## src/cache_pkg.sv

```systemverilog
// --------------------------------------
// Widths are fixed here; at most 2 requesters and 2 banks
// --------------------------------------
`default_nettype none

package cache_pkg;

    localparam int ADDR_WIDTH = 12;
    localparam int WORD_WIDTH = 32;
    localparam int LINE_WORDS = 2;
    localparam int LINE_WIDTH = 64;
    localparam int TAG_WIDTH = 6;

    // Index widths sized for the largest configuration
    localparam int MAX_REQ_BITS = 1;
    localparam int MAX_BANK_BITS = 1;

    typedef enum logic [0:0] {
        OP_READ  = 1'b0,
        OP_WRITE = 1'b1
    } mem_op_e;

    typedef struct packed {
        logic [ADDR_WIDTH-1:0] addr;
        mem_op_e               op;
        logic [WORD_WIDTH-1:0] data;
        logic [TAG_WIDTH-1:0]  tag;
    } core_req_t;

    typedef struct packed {
        logic [WORD_WIDTH-1:0] data;
        logic [TAG_WIDTH-1:0]  tag;
    } core_rsp_t;

    typedef struct packed {
        core_req_t               req;
        logic [MAX_REQ_BITS-1:0] idx;
    } bank_req_t;

    typedef struct packed {
        logic [WORD_WIDTH-1:0]   data;
        logic [TAG_WIDTH-1:0]    tag;
        logic [MAX_REQ_BITS-1:0] idx;
    } bank_rsp_t;

    // Tag carries the bank index on the shared memory port
    typedef struct packed {
        mem_op_e                  op;
        logic [ADDR_WIDTH-2:0]    line_addr;
        logic [LINE_WIDTH-1:0]    data;
        logic [LINE_WORDS-1:0]    word_en;
        logic [MAX_BANK_BITS-1:0] tag;
    } mem_req_t;

    typedef struct packed {
        logic [LINE_WIDTH-1:0]    data;
        logic [MAX_BANK_BITS-1:0] tag;
    } mem_rsp_t;

    typedef enum logic [1:0] {
        S_READY,
        S_MEM_REQ,
        S_MEM_WAIT,
        S_RESPOND
    } bank_state_e;

endpackage

`default_nettype wire

```

## src/cache_bank.sv

```systemverilog
// --------------------------------------
// Direct mapped, two-word lines; blocks until a miss is filled
// --------------------------------------
`timescale 1ns/1ps
`default_nettype none

module cache_bank import cache_pkg::*; #(
    parameter int NUM_BANKS = 2,
    parameter int NUM_SETS  = 8
) (
    input  wire logic                  clk,
    input  wire logic                  reset,
    input  wire logic                  req_valid,
    input  wire bank_req_t             req,
    output logic                       req_ready,
    output logic                       mem_req_valid,
    output mem_req_t                   mem_req,
    input  wire logic                  mem_req_ready,
    input  wire logic                  mem_rsp_valid,
    input  wire logic [LINE_WIDTH-1:0] mem_rsp_data,
    output logic                       rsp_valid,
    output bank_rsp_t                  rsp,
    input  wire logic                  rsp_ready
);

    localparam int BANK_BITS = $clog2(NUM_BANKS);
    localparam int SET_BITS = $clog2(NUM_SETS);
    localparam int LTAG_BITS = ADDR_WIDTH - 1 - BANK_BITS - SET_BITS;

    bank_state_e state;

    logic [NUM_SETS-1:0]                   valid_bits;
    logic [LTAG_BITS-1:0]                  tags [NUM_SETS];
    logic [LINE_WORDS-1:0][WORD_WIDTH-1:0] lines [NUM_SETS];

    // Request held from acceptance until the bank returns to S_READY
    bank_req_t cur;

    logic [SET_BITS-1:0]  in_set;
    logic [LTAG_BITS-1:0] in_ltag;
    logic                 in_word;
    logic                 in_hit;
    logic [SET_BITS-1:0]  cur_set;
    logic [LTAG_BITS-1:0] cur_ltag;
    logic                 cur_word;

    assign in_word = req.req.addr[0];
    assign in_set = req.req.addr[1 + BANK_BITS +: SET_BITS];
    assign in_ltag = req.req.addr[ADDR_WIDTH-1 -: LTAG_BITS];
    assign in_hit = valid_bits[in_set] && tags[in_set] == in_ltag;

    assign cur_word = cur.req.addr[0];
    assign cur_set = cur.req.addr[1 + BANK_BITS +: SET_BITS];
    assign cur_ltag = cur.req.addr[ADDR_WIDTH-1 -: LTAG_BITS];

    assign req_ready = (state == S_READY);
    assign mem_req_valid = (state == S_MEM_REQ);
    assign rsp_valid = (state == S_RESPOND);

    always_ff @(posedge clk) begin
        if (reset) begin
            state <= S_READY;
            valid_bits <= '0;
        end else begin
            case (state)
                S_READY: begin
                    if (req_valid) begin
                        if (req.req.op == OP_READ && in_hit) begin
                            state <= S_RESPOND;
                        end else begin
                            state <= S_MEM_REQ;
                        end
                    end
                end
                S_MEM_REQ: begin
                    if (mem_req_ready) begin
                        state <= (cur.req.op == OP_WRITE) ? S_READY : S_MEM_WAIT;
                    end
                end
                S_MEM_WAIT: begin
                    if (mem_rsp_valid) begin
                        valid_bits[cur_set] <= 1'b1;
                        state <= S_RESPOND;
                    end
                end
                S_RESPOND: begin
                    if (rsp_ready) begin
                        state <= S_READY;
                    end
                end
                default: state <= S_READY;
            endcase
        end
    end

    always_ff @(posedge clk) begin
        if (req_valid && req_ready) begin
            cur <= req;
            // Write hit updates the cached word; a write miss allocates nothing
            if (req.req.op == OP_WRITE && in_hit) begin
                lines[in_set][in_word] <= req.req.data;
            end
        end
        if (state == S_MEM_WAIT && mem_rsp_valid) begin
            lines[cur_set] <= mem_rsp_data;
            tags[cur_set] <= cur_ltag;
        end
    end

    always_comb begin
        mem_req.op = cur.req.op;
        mem_req.line_addr = cur.req.addr[ADDR_WIDTH-1:1];
        mem_req.data = {LINE_WORDS{cur.req.data}};
        // Reads fetch the whole line
        mem_req.word_en = (cur.req.op == OP_WRITE)
            ? LINE_WORDS'(1) << cur_word : '1;
        mem_req.tag = '0;
    end

    // Line store is stable while responding since the bank is blocked
    always_comb begin
        rsp.data = lines[cur_set][cur_word];
        rsp.tag = cur.req.tag;
        rsp.idx = cur.idx;
    end

endmodule

`default_nettype wire

```

## config.mk

```make
export PLATFORM = sky130hd
export DESIGN_NAME = cache_bank
export DESIGN_NICKNAME = d
export VERILOG_FILES = /design/src/cache_pkg.sv /design/src/cache_bank.sv
export SDC_FILE = /design/constraint.sdc
export NUM_CORES = 1
export LEC_CHECK = 0
export BUFFER_PORTS_ARGS = -buffer_cell sky130_fd_sc_hd__buf_4
export CORE_MARGIN = 8
export CORE_UTILIZATION = 30
export DETAILED_ROUTE_END_ITERATION = 8
export HOLD_SLACK_MARGIN = 0.06
export PLACE_DENSITY_LB_ADDON = 0.2
export SKIP_CTS_REPAIR_TIMING = 1
export SKIP_LAST_GASP = 1
export SYNTH_ARGS = -nofsm -noshare
export SYNTH_HDL_FRONTEND = slang
export SYNTH_SLANG_ARGS = --single-unit
```

## constraint.sdc

```tcl
create_clock -name clk -period 6.9 [get_ports clk]
set_input_delay 1.38 -clock clk [delete_from_list [all_inputs] [get_ports clk]]
set_output_delay 1.38 -clock clk [all_outputs]
set_load 0.02 [all_outputs]
```

Word level (Yosys, flattened, before mapping)

Memories as Yosys holds them, arrays and structs flattened. A register that Yosys moved wholly into a read port is not among the register bits.
Cells that the tools add are included.

Memories kept: 2
Word-level logic and storage cells: 62
Bits of input ports: 122
Register bits: 62
RAM bits: 568
Output and inout port bits: 121

Shift-type cells: 1
Order comparisons: 6
Reductions and logical operators: 11
Bitwise logic cells: 2
Eq/ne operators: 8
Muxes and demuxes: 25

Memory list:

| memory | words | width | read ports | clocked after memory_dff | wr ports | line             | text |
|---|---|---|---|---|---|---|---|
| lines  | 8     | 64    | 1          | 1                        | 1        | cache_bank.sv:34 | `logic [LINE_WORDS-1:0][WORD_WIDTH-1:0] lines [NUM_SETS];` |
| tags   | 8     | 7     | 1          | 0                        | 1        | cache_bank.sv:33 | `logic [LTAG_BITS-1:0] tags [NUM_SETS];` |

Operators by type and width:

| cell                                                                         | number |
|---|---|
| 64-bit two-way mux                                                           | 3 |
| 32-bit two-way mux                                                           | 3 |
| 64-bit OR reduction                                                          | 1 |
| 32-bit demux with 1-bit select                                               | 1 |
| 2-bit two-way mux                                                            | 7 |
| 3-bit by 4-bit less-than comparator with 1-bit output, second input constant | 2 |
| 8-bit OR                                                                     | 1 |
| 2-bit one-hot mux with 4 select lines                                        | 1 |
| 7-bit equality test                                                          | 1 |
| 1-bit logical AND                                                            | 7 |
| 1-bit two-way mux                                                            | 6 |
| 3-bit two-way mux                                                            | 2 |
| 2-bit equality test, second input constant                                   | 2 |
| 1-bit by 2-bit less-than comparator with 1-bit output, second input constant | 2 |
| 2-bit by 1-bit inequality test with 1-bit output, second input constant      | 2 |
| 2-bit inequality test, second input constant                                 | 2 |
| 4-bit AND reduction                                                          | 1 |
| 1-bit binary-select mux with 3-bit select                                    | 1 |
| 1-bit demux with 3-bit select                                                | 1 |
| 3-bit by 1-bit >= comparator with 1-bit output, second input constant        | 1 |
| 2-bit by 1-bit equality test with 1-bit output, second input constant        | 1 |
| 2-bit logical NOT                                                            | 1 |
| 2-bit AND reduction                                                          | 1 |
| 1-bit by 1-bit left shift with 2-bit output, first input constant            | 1 |
| other kinds (2)                                                              | 2 |

Logic depth before layout (Yosys ltp)

Depth in word-level cells: 8
Mapped depth: 9
Depth with buffers taken out: 7

Worst setup path after synthesis

Ideal clock, no wire load.

Kind: input to register
From: in req_valid
To: mem lines[1][32] (netlist bit), enable pin
Path buffers: 1
Path slack: 1,484 ps
Arrival: 4,995 ps
Stages on the path: 6
Cells stage by stage: and2_1 -> clkbuf_1 -> nand2_1 -> nor2_1 -> a41oi_2 -> nor2_1

Cells in the longest elaborated chain, start to end: 4

RTL lines:

| what                                     | line              | text |
|---|---|---|
| start: declaration                       | cache_bank.sv:13  | `input wire logic req_valid,` |
| 1-bit logical AND                        | cache_bank.sv:97  | `if (req_valid && req_ready) begin` |
| 1-bit two-way mux                        | cache_bank.sv:97  |  |
| 64-bit two-way mux (not written as such) | cache_bank.sv:101 | `lines[in_set][in_word] <= req.req.data;` |
| 64-bit two-way mux (no source line)      | -                 |  |
| end: declaration                         | cache_bank.sv:34  |  |

Every way passes these cells.

==> reports/summary.txt <==
Final setup viols: 0
Setup_tns: 0 ns
CTS sink count: 633
Register bit total from synthesis: 633
Slew margin rel.: 9.60%
Clock Tree Buf Depth: 3
Cell area power density: 297 nW/um^2
Final Hold Slack: 0.470 ns
Yosys warns: 0
HP Class: flop to flop
Endpoint class of the critical path: output pin
Synth-to-layout area growth: 19.9%
Placed Instance Area: 27,600 um^2
Worst path most repeated cell: mux4_2
Design Area, Final: 30,000 um^2
CP max FO: 52
I/O Buffers: 241
Initial Util: 30.1%
Placed cells: 2,440
Number of global-route vias before repair: 12,800
WS Path Type: flop to output pin
Final ANT Viol Nets: 0
Cells along the critical path: buf_12 -> mux4_2 -> mux4_2 -> buf_4
First-pass GRT wire length: 92,400 um
Core Rows: 106
Leakage: 9.91 nW
Slew Viols, Final: 0
Post-synthesis mux area share: 16.0%
Crit-path max cell delay: 0.80 ns
Post-synth cell types: 34
Async SR Flop Fraction: 0%
Top achievable clock speed: 0.211 GHz
Die area: 92,700 um^2
CP bufs+invs: 2
Peak supply drop: 0.000162 V
GRT Resource Usage Total: 13.5%
Non-filler instance count after layout: 2,571
Wire per inst: 24.7 um
Compound-Gate Fraction of Synth Area: 0.857%
Seq/Total Area, Yosys: 75.6%
Total Nets Final: 1,558
Overflow after GRT: 0
Antenna violations before repair: 7
Largest net degree at the start of global routing: 75
Setup WS pre-CTS: 1.66 ns
Finished Core Util: 36.1%
Startpoint types: flop
Clock Tree Root: clkbuf_16
Xor/xnor share of the synthesized area: 0.210%
Main combinational cell family by area after synthesis: multiplexers
CTS tree: built
Req. time, crit path: 5.52 ns
Final min period: 4.74 ns
Via Count: 12,100
Max H-tree Level: 3
Worst slew pin tran: 1.35 ns
Post-Synth Adder-Cell Area: 0%
Mapped Area: 25,000 um^2
DRC: 0
Clock insertion delay at the later pin of the skew report: 0.61 ns
Die width: 305 um
Share of layout cells above drive strength 1: 38.7%
Clock Skew: 0.0300 ns
Initial DRT Pass Iterations: 5
RSZ-0062 raised after global routing: no
Area share of and/or/nand/nor cells after synthesis: 3.76%
Family with the most delay on the worst path: multiplexers
Avg Cell Area, Syn: 20.2 um^2
Setup ws final: 2.16 ns
Crit-path slowest cell: dfxtp_4
CTS buffer count: 74
Max-Cap Viols: 0
Outcome: finished clean
DR iter-0 viols: 903
Final period utilization: 68.7%
Most common cell after layout, fill and taps aside: edfxtp_1
Ports: 243
Core outline area: 83,000 um^2
Synth Instances: 1,239
Endpoints failing hold: 0
Commonest cells after routing, fill and taps aside: edfxtp_1, buf_4, nand2_1, mux4_2, clkbuf_16
Vias/cell: 4.72
Post-DP HPWL: 42,100 um
GPL Wtd Cong: 0.734
Ys flop type: edfxtp_1
Crit path arrival time: 3.36 ns
Number of synthesized flops with an enable pin: 620
Reg clk slew, reported paths: 0.06 ns
Total power: 8.91 mW
Syn Nets: 1,361
Die height: 305 um
DRT Wirelength: 63,600 um
[kinds of logic after synthesis]
| group | count (synthesis) |
|---|---|
| AOI/OAI and AO/OA | 27 |
| xor gates and xnor gates | 6 |
| buffers and inverters | 145 |
| DFF | 633 |
| muxes | 191 |
| other | 1 |
| and+or+nand+nor | 236 |
[worst min-delay path, cell delays in order, from the launching register on]
cell and delay, ns:
dfxtp_1 0.32, nor2_1 0.05, nor2_1 0.07
[where the power goes]
group          internal, mW  switching (mW)  leakage (nW)  total [mW]
clock                  2.20            1.55          1.14        3.75
combinational         0.365           0.469          3.06       0.834
sequential             4.28          0.0527          5.71        4.33
[Yosys cell counts, types with 5 or more instances]
library cell / number / area (um^2)
edfxtp_1: 620 / 18600
a31oi_1: 7 / 43.8
buf_1: 20 / 75.1
dfxtp_1: 13 / 260
a221oi_1: 5 / 43.8
buf_4: 84 / 631
nor3_1: 6 / 30.0
nor2_1: 46 / 173
mux2_2: 13 / 146
clkbuf_1: 32 / 120
mux4_2: 166 / 3740
nand2_1: 169 / 634
o22ai_1: 5 / 31.3
mux2i_1: 12 / 120
[path summary, 6_finish.rpt]
path	from	endpoint	slack [ns]	depth (start not counted)
setup / recovery	flop	rsp[35]	2.16	4
hold / removal	valid_bits[7]	valid_bits[7]	0.47	2
setup reg to reg	tags[7][6]	lines[4][24]	3.26	7
hold reg to reg	valid_bits[7]	valid_bits[7]	0.47	2
[cell type report]
cell class                      count  area (um^2)
Clock inverter                     44          384
Timing Repair Buffer              262         2000
Fill cell                        7689        53100
Inverter                            4         15.0
Clock buffer                       86         1960
Sequential cell                   633        18900
Multi-Input combinational cell    461         5350
Antenna cell                        1         2.50
Tap cell                         1080         1350
[flip-flops by register name, indices dropped and copies added (netlist names), named ones only]
register / count
cur: 1
state: 2
mem_req: 44
rsp: 7
valid_bits: 8
tags: 56
lines: 512
[per-layer routing]
layer | vias to the layer above | global-route usage [%] | part of all wire, %
li1 | 5299 | - | -
met3 | 90 | 3.35 | 6.3
met5 | - | 0 | 0.033
met2 | 339 | 20.8 | 46
met4 | 4 | 3.95 | 1.9
met1 | 6406 | 19.0 | 45
Power figures use the tool's default switching activity.
